## src/design/io_pkg.sv

```systemverilog
// ------------------------------------------------------------------------
// I/O readiness gate package
// Address map, operand layout and opcode usage bits shared by the gate
// ------------------------------------------------------------------------

`default_nettype none

package io_pkg;

    // ------------------------------------------------------------------------
    // Address map

    localparam int ADDR_WIDTH       = 10;
    localparam int PORT_COUNT       = 4;
    localparam int PORT_INDEX_WIDTH = 2;

    // Both windows are aligned to PORT_COUNT
    localparam logic [ADDR_WIDTH-1:0] READ_PORT_BASE  = 10'h3F0;
    localparam logic [ADDR_WIDTH-1:0] WRITE_PORT_BASE = 10'h3F8;

    // ------------------------------------------------------------------------
    // Instruction layout, from the top: opcode, D, A, B

    localparam int OPCODE_WIDTH = 4;
    localparam int INSTR_WIDTH  = OPCODE_WIDTH + 3 * ADDR_WIDTH;

    localparam int B_LSB      = 0;
    localparam int A_LSB      = B_LSB + ADDR_WIDTH;
    localparam int D_LSB      = A_LSB + ADDR_WIDTH;
    localparam int OPCODE_LSB = D_LSB + ADDR_WIDTH;

    // Operand slots
    localparam int OPERAND_COUNT = 3;
    localparam int OPERAND_A     = 0;
    localparam int OPERAND_B     = 1;
    localparam int OPERAND_D     = 2;

    // Port window per operand slot, slot 0 in the low word
    // Sources look at read ports, the destination at write ports
    localparam logic [OPERAND_COUNT-1:0][ADDR_WIDTH-1:0] OPERAND_BASE =
        {WRITE_PORT_BASE, READ_PORT_BASE, READ_PORT_BASE};

    // Opcode bits marking each operand as used
    // Bit 0 belongs to the datapath
    localparam int USE_A_BIT = 1;
    localparam int USE_B_BIT = 2;
    localparam int USE_D_BIT = 3;

endpackage

`default_nettype wire

```

## src/design/operand_decode.sv

```systemverilog
// ------------------------------------------------------------------------
// Operand decode
// Splits an instruction into operand addresses and a used mask, and
// delays the control fields to line up with the port checks
// ------------------------------------------------------------------------

`default_nettype none

module operand_decode (
    input  logic                                                   clock,
    input  logic                                                   arst_n,
    input  logic                                                   instr_valid,
    input  logic [io_pkg::INSTR_WIDTH-1:0]                         instr,
    output logic [io_pkg::OPERAND_COUNT-1:0][io_pkg::ADDR_WIDTH-1:0] operand_addr,
    output logic                                                   enable,
    output logic                                                   valid_d,
    output logic [io_pkg::OPERAND_COUNT-1:0]                       used_d,
    output logic [io_pkg::OPERAND_COUNT-1:0][io_pkg::PORT_INDEX_WIDTH-1:0] port_index_d
);

    logic [io_pkg::OPCODE_WIDTH-1:0]  opcode;
    logic [io_pkg::OPERAND_COUNT-1:0] used;

    // ------------------------------------------------------------------------
    // Field slicing, straight to the checkers

    assign opcode = instr[io_pkg::OPCODE_LSB +: io_pkg::OPCODE_WIDTH];

    assign operand_addr[io_pkg::OPERAND_A] = instr[io_pkg::A_LSB +: io_pkg::ADDR_WIDTH];
    assign operand_addr[io_pkg::OPERAND_B] = instr[io_pkg::B_LSB +: io_pkg::ADDR_WIDTH];
    assign operand_addr[io_pkg::OPERAND_D] = instr[io_pkg::D_LSB +: io_pkg::ADDR_WIDTH];

    // Checkers look at the port only while an instruction is present
    assign enable = instr_valid;

    // Usage bits from the opcode
    assign used[io_pkg::OPERAND_A] = opcode[io_pkg::USE_A_BIT];
    assign used[io_pkg::OPERAND_B] = opcode[io_pkg::USE_B_BIT];
    assign used[io_pkg::OPERAND_D] = opcode[io_pkg::USE_D_BIT];

    // ------------------------------------------------------------------------
    // One stage of delay, matching the checker's first register

    always_ff @(posedge clock or negedge arst_n) begin
        if (!arst_n) begin
            valid_d      <= 1'b0;
            used_d       <= '0;
            port_index_d <= '0;
        end else begin
            valid_d <= instr_valid;
            // Idle cycles carry an empty mask
            used_d  <= instr_valid ? used : '0;
            // Windows are aligned, so the low address bits pick the port
            for (int i = 0; i < io_pkg::OPERAND_COUNT; i++) begin
                port_index_d[i] <= operand_addr[i][io_pkg::PORT_INDEX_WIDTH-1:0];
            end
        end
    end

endmodule

`default_nettype wire

```

## src/design/io_check.sv

```systemverilog
// ------------------------------------------------------------------------
// Per-operand I/O check
// Detects a port address in the window at PORT_BASE and returns the
// ready bit of that port, forced ready for memory, not-ready when idle
// ------------------------------------------------------------------------

`default_nettype none

module io_check #(
    parameter logic [io_pkg::ADDR_WIDTH-1:0] PORT_BASE = io_pkg::READ_PORT_BASE
) (
    input  logic                            clock,
    input  logic                            arst_n,
    input  logic                            enable,
    input  logic [io_pkg::ADDR_WIDTH-1:0]   addr,
    input  logic [io_pkg::PORT_COUNT-1:0]   port_ready,
    output logic                            operand_ready,
    output logic                            is_io
);

    // Window tag, the address bits above the port index
    localparam int TAG_WIDTH = io_pkg::ADDR_WIDTH - io_pkg::PORT_INDEX_WIDTH;
    localparam logic [TAG_WIDTH-1:0] PORT_TAG =
        PORT_BASE[io_pkg::ADDR_WIDTH-1:io_pkg::PORT_INDEX_WIDTH];

    logic                                 hit;
    logic                                 ready_sel;
    logic [io_pkg::PORT_INDEX_WIDTH-1:0]  port_index;

    logic                                 ready_q;
    logic                                 enable_q;

    // ------------------------------------------------------------------------
    // Stage 1: window hit and port select

    assign port_index = addr[io_pkg::PORT_INDEX_WIDTH-1:0];

    // Only a present instruction can hit the window
    assign hit = enable && (addr[io_pkg::ADDR_WIDTH-1:io_pkg::PORT_INDEX_WIDTH] == PORT_TAG);

    // Ready bit of the addressed port, meaningful only on a hit
    assign ready_sel = port_ready[port_index];

    always_ff @(posedge clock or negedge arst_n) begin
        if (!arst_n) begin
            is_io    <= 1'b0;
            ready_q  <= 1'b0;
            enable_q <= 1'b0;
        end else begin
            is_io    <= hit;
            ready_q  <= ready_sel;
            enable_q <= enable;
        end
    end

    // ------------------------------------------------------------------------
    // Stage 2: mask
    // Idle gives not-ready, memory is always ready, a port gives its bit

    always_comb begin
        if (!enable_q) begin
            operand_ready = 1'b0;
        end else if (!is_io) begin
            operand_ready = 1'b1;
        end else begin
            operand_ready = ready_q;
        end
    end

endmodule

`default_nettype wire

```

## src/design/io_predicate.sv

```systemverilog
// ------------------------------------------------------------------------
// Issue predicate
// Combines the operand checks into issue or stall, and raises the read
// and write strobes of the ports an issued instruction uses
// ------------------------------------------------------------------------

`default_nettype none

module io_predicate (
    input  logic                                   clock,
    input  logic                                   arst_n,
    input  logic                                   valid_d,
    input  logic [io_pkg::OPERAND_COUNT-1:0]       used_d,
    input  logic [io_pkg::OPERAND_COUNT-1:0][io_pkg::PORT_INDEX_WIDTH-1:0] port_index_d,
    input  logic [io_pkg::OPERAND_COUNT-1:0]       operand_ready,
    input  logic [io_pkg::OPERAND_COUNT-1:0]       is_io,
    output logic                                   issue,
    output logic                                   stall,
    output logic [io_pkg::PORT_COUNT-1:0]          read_strobe,
    output logic [io_pkg::PORT_COUNT-1:0]          write_strobe
);

    logic [io_pkg::OPERAND_COUNT-1:0] effective_ready;
    logic [io_pkg::OPERAND_COUNT-1:0] port_used;
    logic                             all_ready;
    logic                             issue_next;
    logic                             stall_next;
    logic [io_pkg::PORT_COUNT-1:0]    read_next;
    logic [io_pkg::PORT_COUNT-1:0]    write_next;

    // ------------------------------------------------------------------------
    // Issue decision

    // Unused operands never hold the instruction back
    assign effective_ready = ~used_d | operand_ready;
    assign all_ready       = &effective_ready;

    assign issue_next = valid_d && all_ready;
    assign stall_next = valid_d && !all_ready;

    // Operand touches a port and the opcode says it is used
    assign port_used = used_d & is_io;

    // ------------------------------------------------------------------------
    // Strobe decode
    // A and B on the same port collapse into one strobe bit

    always_comb begin
        read_next  = '0;
        write_next = '0;
        if (issue_next) begin
            if (port_used[io_pkg::OPERAND_A]) begin
                read_next[port_index_d[io_pkg::OPERAND_A]] = 1'b1;
            end
            if (port_used[io_pkg::OPERAND_B]) begin
                read_next[port_index_d[io_pkg::OPERAND_B]] = 1'b1;
            end
            if (port_used[io_pkg::OPERAND_D]) begin
                write_next[port_index_d[io_pkg::OPERAND_D]] = 1'b1;
            end
        end
    end

    // ------------------------------------------------------------------------
    // Output register, second pipeline stage

    always_ff @(posedge clock or negedge arst_n) begin
        if (!arst_n) begin
            issue        <= 1'b0;
            stall        <= 1'b0;
            read_strobe  <= '0;
            write_strobe <= '0;
        end else begin
            issue        <= issue_next;
            stall        <= stall_next;
            read_strobe  <= read_next;
            write_strobe <= write_next;
        end
    end

endmodule

`default_nettype wire

```

## src/design/io_gate_top.sv

```systemverilog
// ------------------------------------------------------------------------
// I/O readiness gate
// Decides two cycles after an instruction whether it issues or stalls
// on the readiness of the I/O ports its operands address
// ------------------------------------------------------------------------

`default_nettype none

module io_gate_top (
    input  logic                            clock,
    input  logic                            arst_n,
    input  logic                            instr_valid,
    input  logic [io_pkg::INSTR_WIDTH-1:0]  instr,
    input  logic [io_pkg::PORT_COUNT-1:0]   read_ready,
    input  logic [io_pkg::PORT_COUNT-1:0]   write_ready,
    output logic                            issue,
    output logic                            stall,
    output logic [io_pkg::PORT_COUNT-1:0]   read_strobe,
    output logic [io_pkg::PORT_COUNT-1:0]   write_strobe
);

    // Decode to checkers, same cycle
    logic [io_pkg::OPERAND_COUNT-1:0][io_pkg::ADDR_WIDTH-1:0] operand_addr;
    logic                                                     enable;

    // Decode to predicate, one cycle later
    logic                                                     valid_d;
    logic [io_pkg::OPERAND_COUNT-1:0]                         used_d;
    logic [io_pkg::OPERAND_COUNT-1:0][io_pkg::PORT_INDEX_WIDTH-1:0] port_index_d;

    // Checkers to predicate
    logic [io_pkg::OPERAND_COUNT-1:0]                         operand_ready;
    logic [io_pkg::OPERAND_COUNT-1:0]                         is_io;

    operand_decode u_decode (
        .clock        (clock),
        .arst_n       (arst_n),
        .instr_valid  (instr_valid),
        .instr        (instr),
        .operand_addr (operand_addr),
        .enable       (enable),
        .valid_d      (valid_d),
        .used_d       (used_d),
        .port_index_d (port_index_d)
    );

    // ------------------------------------------------------------------------
    // One checker per operand
    // Sources see the read ports, the destination sees the write ports

    for (genvar i = 0; i < io_pkg::OPERAND_COUNT; i++) begin : g_check
        io_check #(
            .PORT_BASE (io_pkg::OPERAND_BASE[i])
        ) u_check (
            .clock         (clock),
            .arst_n        (arst_n),
            .enable        (enable),
            .addr          (operand_addr[i]),
            .port_ready    ((i == io_pkg::OPERAND_D) ? write_ready : read_ready),
            .operand_ready (operand_ready[i]),
            .is_io         (is_io[i])
        );
    end

    io_predicate u_predicate (
        .clock         (clock),
        .arst_n        (arst_n),
        .valid_d       (valid_d),
        .used_d        (used_d),
        .port_index_d  (port_index_d),
        .operand_ready (operand_ready),
        .is_io         (is_io),
        .issue         (issue),
        .stall         (stall),
        .read_strobe   (read_strobe),
        .write_strobe  (write_strobe)
    );

endmodule

`default_nettype wire

```

## config.mk

```make
export PLATFORM = sky130hd
export DESIGN_NAME = io_gate_top
export DESIGN_NICKNAME = d
export VERILOG_FILES = /design/src/design/io_pkg.sv /design/src/design/operand_decode.sv /design/src/design/io_check.sv /design/src/design/io_predicate.sv /design/src/design/io_gate_top.sv
export SDC_FILE = /design/constraint.sdc
export NUM_CORES = 1
export LEC_CHECK = 0
export BUFFER_PORTS_ARGS = -buffer_cell sky130_fd_sc_hd__buf_2
export CAP_MARGIN = 5
export CORE_ASPECT_RATIO = 1.5
export CORE_MARGIN = 5
export CORE_UTILIZATION = 45
export CTS_BUF_LIST = sky130_fd_sc_hd__clkbuf_4
export DETAILED_ROUTE_END_ITERATION = 12
export MAX_ROUTING_LAYER = met4
export PLACE_DENSITY = 0.87
export SYNTH_ARGS = -nofsm -noshare
export SYNTH_HDL_FRONTEND = slang
export SYNTH_SLANG_ARGS = --single-unit
```

## constraint.sdc

```tcl
create_clock -name clock -period 1.2 [get_ports clock]
set_input_delay 0.12 -clock clock [delete_from_list [all_inputs] [get_ports clock]]
set_output_delay 0.12 -clock clock [all_outputs]
set_load 0.005 [all_outputs]
```

==> results of run 1 <==
-- worst max path at each step --
stage | start | to | slack [ps] | cells after the start
4_1_cts | g_check[1].u_check.is_io | u_predicate.write_strobe[1] | 90 | 3
6_report | g_check[0].u_check.is_io | u_predicate.read_strobe[3] | 70 | 3
3_5_place_dp | g_check[1].u_check.is_io | u_predicate.write_strobe[1] | 110 | 3
5_1_grt | u_decode.used_d[1] | u_predicate.write_strobe[3] | 0.7 | 3
2_1_floorplan | u_decode.port_index_d[4] | u_predicate.write_strobe[0] | 170 | 2
3_3_place_gp | u_decode.port_index_d[4] | u_predicate.write_strobe[0] | 160 | 2
-- logic make-up (layout without fill, tap and decap cells) --
| kind of cell | after synthesis | after routing | synth area share [%] |
|---|---|---|---|
| simple gates | 40 | 40 | 23.1 |
| mux | 3 | 3 | 6.81 |
| compound gates | 7 | 7 | 4.16 |
| flops | 26 | 26 | 65.6 |
| buf+inv | 1 | 69 | 0.378 |
-- what timing repair did --
item	CTS	global route
endpoints found under the hold margin	33	2
setup endpoints to repair	0	2
resized for setup	0	1
hold buffers	8	3
-- synthesized netlist by cell type --
cell / instances
nor3_1: 3
nand2b_1: 2
o21ai_1: 1
inv_1: 1
or4_1: 1
mux4_2: 3
nand3b_1: 3
nand2_1: 9
nand2_2: 1
and2_1: 3
a21oi_1: 4
nand4b_1: 4
o2111ai_1: 1
o21a_1: 1
nand4_1: 5
or3_1: 2
dfrtp_1: 26
nor2_1: 4
nor4_1: 3
-- layer usage --
metal	track usage, %	wire (um)	vias up
li1	-	-	422
met1	14.1	792	428
met2	30.9	1430	50
met3	2.87	195	4
met4	11.4	55	0
met5	-	0	-
-- final cells by class --
cell class	instances	area, um2	share of cell area (%)
well taps	22	27.5	1.93
flip-flops and latches	26	651	45.6
inverters	1	3.75	0.263
multi-input cells	50	344	24.1
clock inverters	1	3.75	0.263
clock buffers	3	22.5	1.58
repair buffers	64	375	26.3
-- flip-flops by register name, summed over array words and instances (netlist names) --
signal                    cells
u_predicate.stall             1
g_check.u_check.enable_q      1
g_check.u_check.is_io         3
u_decode.used_d               3
u_predicate.write_strobe      4
u_predicate.read_strobe       4
u_decode.port_index_d         6
g_check.u_check.ready_q       3
u_predicate.issue             1
-- through the flow --
step           worst slack (ps)  instance area, um2
2_1_floorplan               175                 992
5_1_grt                   0.748                1430
3_3_place_gp                164                1280
6_report                   67.6                1430
4_1_cts                    89.0                1390
3_5_place_dp                111                1280
-- power groups by stage --
stage / Clock [W] / Sequential (W) / Combinational, W
2_1_floorplan: 0 / 0.000938 / 0.0000415
3_3_place_gp: 0 / 0.000942 / 0.000130
3_5_place_dp: 0 / 0.000945 / 0.000138
4_1_cts: 0.000362 / 0.000928 / 0.000158
5_1_grt: 0.000416 / 0.000933 / 0.000193
6_report: 0.000351 / 0.000929 / 0.000172
==> flow_metrics.env, run 1 <==
export IMPL_comb_power_share_pct=11.9
export IMPL_clkLatencyLatePin_ps=310
export IMPL_rsz0062_at_grt="false"
export IMPL_fillers=139
export IMPL_ant_nets=0
export IMPL_dieArea_um2=3260
export IMPL_rows=20
export IMPL_final_common_cell="buf_2"
export IMPL_io_pins=55
export IMPL_hpwl_um=1640
export IMPL_p_switching_w=0.000321
export IMPL_reg2reg_to="u_predicate.read_strobe[3]"
export IMPL_r2r_setup_slack_ps=70
export IMPL_area_growth_pct=43.9
export IMPL_worstSetupPathType="register to register"
export IMPL_diodes=0
export IMPL_synth_area_top_cells="dfrtp_1 66%, mux4_2 6.8%, nand4b_1 3.5%"
export IMPL_ys_seq_elements=26
export IMPL_drive_gt1_share_pct=42.1
export IMPL_cts_tree="built"
export IMPL_place_gp_congestion=0.779
export IMPL_clkTransAtPathRegs_ps=120
export IMPL_slew_headroom_pct=65.1
export IMPL_drt_pre_antenna_iters=4
export IMPL_synth_top_area_share_pct=65.6
export IMPL_syn_avg_cell_area_um2=12.9
export IMPL_cts_buffers=3
export IMPL_grt_antenna_before_repair=0
export IMPL_tns_ps=0
export IMPL_drt_iter0_drc=14
export IMPL_final_core_util_pct=68.7
export IMPL_viasPerCell=5.41
export IMPL_yosysWarningCount=0
export IMPL_hold_depth=2
export IMPL_fp_dieW_um=48.3
export IMPL_drc=0
export IMPL_skew_ps=1.60
export IMPL_track_usage_pct=16.3
export IMPL_gr_total_overflow=0
export IMPL_layout_common_cells="53 x buf_2, 26 x dfrtp_1, 11 x dlygate4sd3_1"
export IMPL_end_kind="register"
export IMPL_hold_path_class="input pin to register"
export IMPL_power_w=0.00145
export IMPL_final_hold_violation_count=0
export IMPL_p_int_w=0.00113
export IMPL_port_buffers=53
export IMPL_crit_required_ps=1380
export IMPL_ir_drop_mv=0.838
export IMPL_yosys_area_top_type="dfrtp_1"
export IMPL_crit_fanout=5
export IMPL_crit_chain="nand2_1 -> o2111ai_1 -> a21oi_1"
export IMPL_start_util_pct=47.8
export IMPL_syn_area_um2=992
export IMPL_syn_num_nets=122
export IMPL_setup_viol=0
export IMPL_p_clk_share_pct=24.2
export IMPL_numClockSinks=26
export IMPL_vias=904
export IMPL_yosysUniqueCellTypes=19
export IMPL_slowest_stage="dfrtp_1"
export IMPL_cpPeakStageDelay_ps=420
export IMPL_cts_setup_buffers=0
export IMPL_fin_cells=167
export IMPL_dp_cells=152
export IMPL_startpoint_type="register"
export IMPL_pwr_density_cell_nw_per_um2=1020
export IMPL_grt_pass1_vias=963
export IMPL_coreArea_um2=2080
export IMPL_p_leak_nw=0.703
export IMPL_maxCapViolations=0
export IMPL_drt_total_wl_um=2470
export IMPL_worst_slew_pin_slew_ps=523
export IMPL_worstRegToRegCells=3
export IMPL_grt_pass1_wl_um=3920
export IMPL_yosysSeqAreaShare_pct=65.6
export IMPL_h_tree_depth=1
export IMPL_seqPwrFrac_pct=64.0
export IMPL_cts_root_buf="clkbuf_4"
export IMPL_hp_start="instr[31]"
export IMPL_status="completed"
export IMPL_hold_ws_ps=25.9
export IMPL_switching_share_pct=22.1
export IMPL_whs_endpoint="u_decode.used_d[0]"
export IMPL_nets=191
export IMPL_min_period_ps=1130
export IMPL_cpLargestDelayFamily="compound AO/OA/AOI/OAI gates"
export IMPL_post_route_period_util_pct=94.4
export IMPL_clockBufferDepth=2
export IMPL_max_freq_mhz=883
export IMPL_slew_violations=0
export IMPL_syn_inst=77
export IMPL_grt_max_degree=27
export IMPL_drt_wirelength_per_cell_um=14.8
export IMPL_critical_path_buf_inv_count=0
export IMPL_die_height_um=67.5
export IMPL_arrival_ps=1320
export IMPL_reg2reg_from="g_check[0].u_check.is_io"
(Power assumes the default switching activity.)
==> inputs of run 2 (changes only) <==
==> constraint.sdc (replaced) <==
create_clock -name clock -period 1.2 [get_ports clock]
set_input_delay 0.18 -clock clock [delete_from_list [all_inputs] [get_ports clock]]
set_output_delay 0.18 -clock clock [all_outputs]
set_load 0.005 [all_outputs]
==> run 2 against run 1 <==
Worst hold slack improved by 0.56 ps. Total power is essentially flat. Core utilization fell by 2.2 points. Sequential share of layout area up 1.5 points. Design area down 3.2%. Die area is the same. Final cell count is 2.4% lower. Sequential power is essentially flat. Largest power group unchanged.
==> flow_metrics.env, run 2 (synthesis gave the netlist of run 1 again) <==
export IMPL_drt_wirelength_per_cell_um=13.2
export IMPL_dieArea_um2=3260
export IMPL_final_hold_violation_count=0
export IMPL_reg_top3="u_decode.port_index_d (6), u_predicate.read_strobe (4), u_predicate.write_strobe (4)"
export IMPL_hold_ws_ps=26.5
export IMPL_drive_gt1_share_pct=42.6
export IMPL_die_height_um=67.5
export IMPL_clkTransAtPathRegs_ps=130
export IMPL_end_kind="register"
export IMPL_fp_dieW_um=48.3
export IMPL_numClockSinks=26
export IMPL_grt_max_degree=27
export IMPL_clockBufferDepth=2
export IMPL_clkLatencyLatePin_ps=320
export IMPL_slew_headroom_pct=64.7
export IMPL_ir_drop_mv=0.870
export IMPL_arrival_ps=1370
export IMPL_port_buffers=53
export IMPL_area_growth_pct=39.2
export IMPL_layout_common_cells="53 x buf_2, 26 x dfrtp_1, 9 x nand2_1"
export IMPL_fillers=152
export IMPL_post_route_period_util_pct=96.4
export IMPL_startpoint_type="register"
export IMPL_skew_ps=4.47
export IMPL_ctsResizeCount=0
export IMPL_vias=873
export IMPL_grt_pass1_wl_um=3730
export IMPL_nets=187
export IMPL_worst_slew_pin_slew_ps=530
export IMPL_pwr_density_cell_nw_per_um2=1050
export IMPL_p_leak_nw=0.686
export IMPL_largest_reg_flops=6
export IMPL_cts_buffers=3
export IMPL_drc=0
export IMPL_hold_path_class="input pin to register"
export IMPL_drt_pre_antenna_iters=4
export IMPL_viasPerCell=5.36
export IMPL_hpwl_um=1610
export IMPL_drt_iter0_drc=32
export IMPL_grt_antenna_before_repair=0
export IMPL_status="completed"
export IMPL_coreArea_um2=2080
export IMPL_place_gp_congestion=0.779
export IMPL_setup_viol=0
export IMPL_rsz0062_at_grt="true"
export IMPL_slew_violations=0
export IMPL_ant_nets=0
export IMPL_diodes=0
export IMPL_maxCapViolations=0
export IMPL_final_common_cell="buf_2"
export IMPL_grt_pass1_vias=872
export IMPL_io_pins=55
export IMPL_track_usage_pct=15.3
export IMPL_cts_tree="built"
export IMPL_dp_cells=152
export IMPL_crit_fanout=5
export IMPL_crit_required_ps=1420
export IMPL_drt_total_wl_um=2150
export IMPL_worstSetupPathType="register to register"
export IMPL_max_freq_mhz=865
export IMPL_r2r_setup_slack_ps=40
export IMPL_tns_ps=0
export IMPL_cts_root_buf="clkbuf_4"
export IMPL_gr_total_overflow=0
export IMPL_rows=20
export IMPL_min_period_ps=1160
export IMPL_start_util_pct=47.8
export IMPL_h_tree_depth=1
export IMPL_fin_cells=163
export IMPL_top_register="u_decode.port_index_d"
[run 2: layer usage]
metal	vias up	wire length (um)	track usage, %
li1	417	-	-
met1	407	762	15.6
met2	47	1160	27.0
met3	2	193	2.87
met4	0	37	9.34
met5	-	0	-
[run 2: area by class of cell]
cell class                 count  area, um2  share of cell area [%]
sequential                    26        651                    47.1
timing repair buffer          60        335                    24.3
clock buffer                   3       22.5                    1.63
inverter                       1       3.75                   0.272
multi-input combinational     50        338                    24.5
tap                           22       27.5                    1.99
clock inverter                 1       3.75                   0.272
[run 2: worst max-delay path, cell delays in order, from the launching register on]
cell and delay, ps:
dfrtp_1 450, nand3b_1 120, o21ai_1 140, nor4_1 350
[run 2: path summary, 6_finish.rpt]
path | depth (start not counted) | endpoint | start
hold / removal | 1 | g_check[2].u_check.enable_q | instr_valid
max in group asynchronous | 2 | u_decode.port_index_d[1] | arst_n
min in group asynchronous | 2 | u_predicate.write_strobe[2] | arst_n
setup / recovery | 3 | u_predicate.write_strobe[1] | g_check[1].u_check.is_io
hold reg to reg | 2 | u_predicate.write_strobe[3] | u_decode.port_index_d[4]
setup reg to reg | 3 | u_predicate.write_strobe[1] | g_check[1].u_check.is_io
[run 2: what timing repair did]
action	4_1_cts	5_1_grt
setup endpoints to repair	0	2
buffers inserted	0	0
hold buffers	7	0
endpoints found under the hold margin	32	0
[run 2: where the power goes]
part           total, W  switching, W  leakage [nW]  internal [W]
combinational  0.000156     0.0000612         0.336     0.0000950
clock          0.000366      0.000244        0.0154      0.000122
sequential     0.000929     0.0000240         0.335      0.000905
[run 2: stage by stage]
step	utilization (%)	setup slack (ps)	total power [W]	instance area, um2
after global routing	66.5	-32.0	0.00153	1380
after detailed placement	61.9	84.0	0.00108	1280
after global placement	61.9	163	0.00107	1280
after floorplan	-	175	0.000980	992
after CTS	66.5	54.9	0.00146	1380
final	66.5	43.3	0.00145	1380
==> inputs of run 3 (changes only) <==
--- a/config.mk
+++ b/config.mk
@@ -14,6 +14,7 @@
 export DETAILED_ROUTE_END_ITERATION = 12
 export MAX_ROUTING_LAYER = met4
 export PLACE_DENSITY = 0.87
+export SETUP_SLACK_MARGIN = 0.15
 export SYNTH_ARGS = -nofsm -noshare
 export SYNTH_HDL_FRONTEND = slang
 export SYNTH_SLANG_ARGS = --single-unit
==> run 3 against run 2 <==
Final cell count is 5.5% higher. Clock skew up 0.97 ps. Sequential share of layout area shrank 3.0 points. Worst setup slack improved by 32 ps.
==> flow_metrics.env, run 3 (synthesis gave the netlist of run 1 again) <==
export IMPL_layout_common_cells="53 x buf_2, 26 x dfrtp_1, 9 x buf_4"
export IMPL_p_int_w=0.00113
export IMPL_cts_buffers=3
export IMPL_gr_total_overflow=0
export IMPL_rsz0062_at_grt="true"
export IMPL_nets=196
export IMPL_start_util_pct=47.8
export IMPL_switching_share_pct=22.6
export IMPL_ant_nets=0
export IMPL_numClockSinks=26
export IMPL_viasPerCell=5.46
export IMPL_slew_violations=0
export IMPL_ir_drop_mv=0.856
export IMPL_top_register="u_decode.port_index_d"
export IMPL_drt_wirelength_per_cell_um=14.1
export IMPL_startpoint_type="register"
export IMPL_arrival_ps=1390
export IMPL_hpwl_um=1610
export IMPL_drt_pre_antenna_iters=4
export IMPL_crit_fanout=3
export IMPL_cts_root_buf="clkbuf_4"
export IMPL_clkTransAtPathRegs_ps=130
export IMPL_cpPeakStageDelay_ps=540
export IMPL_grt_pass1_wl_um=4020
export IMPL_vias=939
export IMPL_final_core_util_pct=71.0
export IMPL_die_height_um=67.5
export IMPL_worst_slew_pin_slew_ps=519
export IMPL_drt_total_wl_um=2420
export IMPL_coreArea_um2=2080
export IMPL_post_route_period_util_pct=93.8
export IMPL_p_leak_nw=0.737
export IMPL_pwr_density_cell_nw_per_um2=994
export IMPL_slowest_stage="or4_4"
export IMPL_p_clk_share_pct=24.6
export IMPL_clkLatencyLatePin_ps=320
export IMPL_final_common_cell="buf_2"
export IMPL_place_gp_congestion=0.779
export IMPL_diodes=0
export IMPL_slew_headroom_pct=65.4
export IMPL_final_hold_violation_count=0
export IMPL_tns_ps=0
export IMPL_drt_iter0_drc=14
export IMPL_comb_power_share_pct=11.8
export IMPL_seqPwrFrac_pct=63.6
export IMPL_reg_top3="u_decode.port_index_d (6), u_predicate.read_strobe (4), u_predicate.write_strobe (4)"
export IMPL_drive_gt1_share_pct=50.7
export IMPL_io_pins=55
export IMPL_area_growth_pct=48.5
export IMPL_grt_pass1_vias=937
export IMPL_cts_tree="built"
export IMPL_grt_antenna_before_repair=0
export IMPL_power_w=0.00146
export IMPL_track_usage_pct=16.5
export IMPL_max_freq_mhz=889
export IMPL_crit_chain="or4_4 -> nor2_2"
export IMPL_drc=0
export IMPL_end_kind="register"
export IMPL_skew_ps=5.44
export IMPL_status="completed"
export IMPL_min_period_ps=1130
export IMPL_rows=20
export IMPL_largest_reg_flops=6
export IMPL_port_buffers=53
export IMPL_hold_path_class="input pin to register"
export IMPL_dieArea_um2=3260
export IMPL_maxCapViolations=0
export IMPL_crit_required_ps=1470
export IMPL_hold_ws_ps=30.0
export IMPL_grt_max_degree=27
export IMPL_h_tree_depth=1
export IMPL_p_switching_w=0.000331
export IMPL_fp_dieW_um=48.3
export IMPL_setup_viol=0
export IMPL_worstSetupPathType="register to register"
export IMPL_clockBufferDepth=2
-- run 3: changes by cell type in the layout (fill, tap and decap cells not counted), sizes merged --
cell	delta
buf	+9
-- run 3: final timing paths --
check | cells after the start | endpoint | start | slack (ps)
max | 2 | u_predicate.write_strobe[0] | u_decode.port_index_d[4] | 70
min | 1 | g_check[2].u_check.enable_q | instr_valid | 30
min reg2reg | 1 | u_predicate.stall | g_check[2].u_check.enable_q | 580
max reg2reg | 2 | u_predicate.write_strobe[0] | u_decode.port_index_d[4] | 70
max in group asynchronous | 2 | u_decode.port_index_d[0] | arst_n | 490
min in group asynchronous | 2 | u_decode.port_index_d[5] | arst_n | 350
-- run 3: critical path: cells and delay by family (launching register included) --
| family | cells | cell delay, ps |
|---|---|---|
| simple gates | 2 | 650 |
| flops | 1 | 420 |
-- run 3: power by group through the flow --
stage | clock, W | combinational [W] | sequential [W]
after global routing | 0.000426 | 0.000195 | 0.000936
after global placement | 0 | 0.000130 | 0.000942
final | 0.000360 | 0.000173 | 0.000931
after CTS | 0.000375 | 0.000164 | 0.000926
after floorplan | 0 | 0.0000415 | 0.000938
after detailed placement | 0 | 0.000138 | 0.000945
-- run 3: layout make-up --
| type | count | area [um2] |
|---|---|---|
| Tap cell | 22 | 27.5 |
| Clock inverter | 1 | 3.75 |
| Sequential cell | 26 | 651 |
| Multi-Input combinational cell | 50 | 363 |
| Timing Repair Buffer | 69 | 403 |
| Inverter | 1 | 3.75 |
| Clock buffer | 3 | 22.5 |
| Fill cell | 136 | 603 |
-- run 3: per-layer routing --
| layer | part of all wire (%) | track usage [%] |
|---|---|---|
| met2 | 54 | 28.3 |
| met4 | 4.2 | 12.1 |
| met5 | 0 | - |
| met3 | 9.2 | 3.31 |
| met1 | 32 | 16.5 |
-- run 3: repair_timing --
action	4_1_cts	5_1_grt
hold endpoints to repair	32	0
endpoints found under the setup margin	9	13
pin swaps	3	3
setup buffers	5	4
hold buffers	7	0
resized for setup	0	7
-- run 3: per-stage QoR --
| stage | instance area [um2] | worst slack [ps] | std cells |
|---|---|---|---|
| global placement | 1280 | 163 | 152 |
| global route | 1470 | 12.6 | 172 |
| detailed placement | 1280 | 84.0 | 152 |
| finish | 1470 | 75.0 | 172 |
| CTS | 1420 | 130 | 168 |
| floorplan | 992 | 175 | 77 |
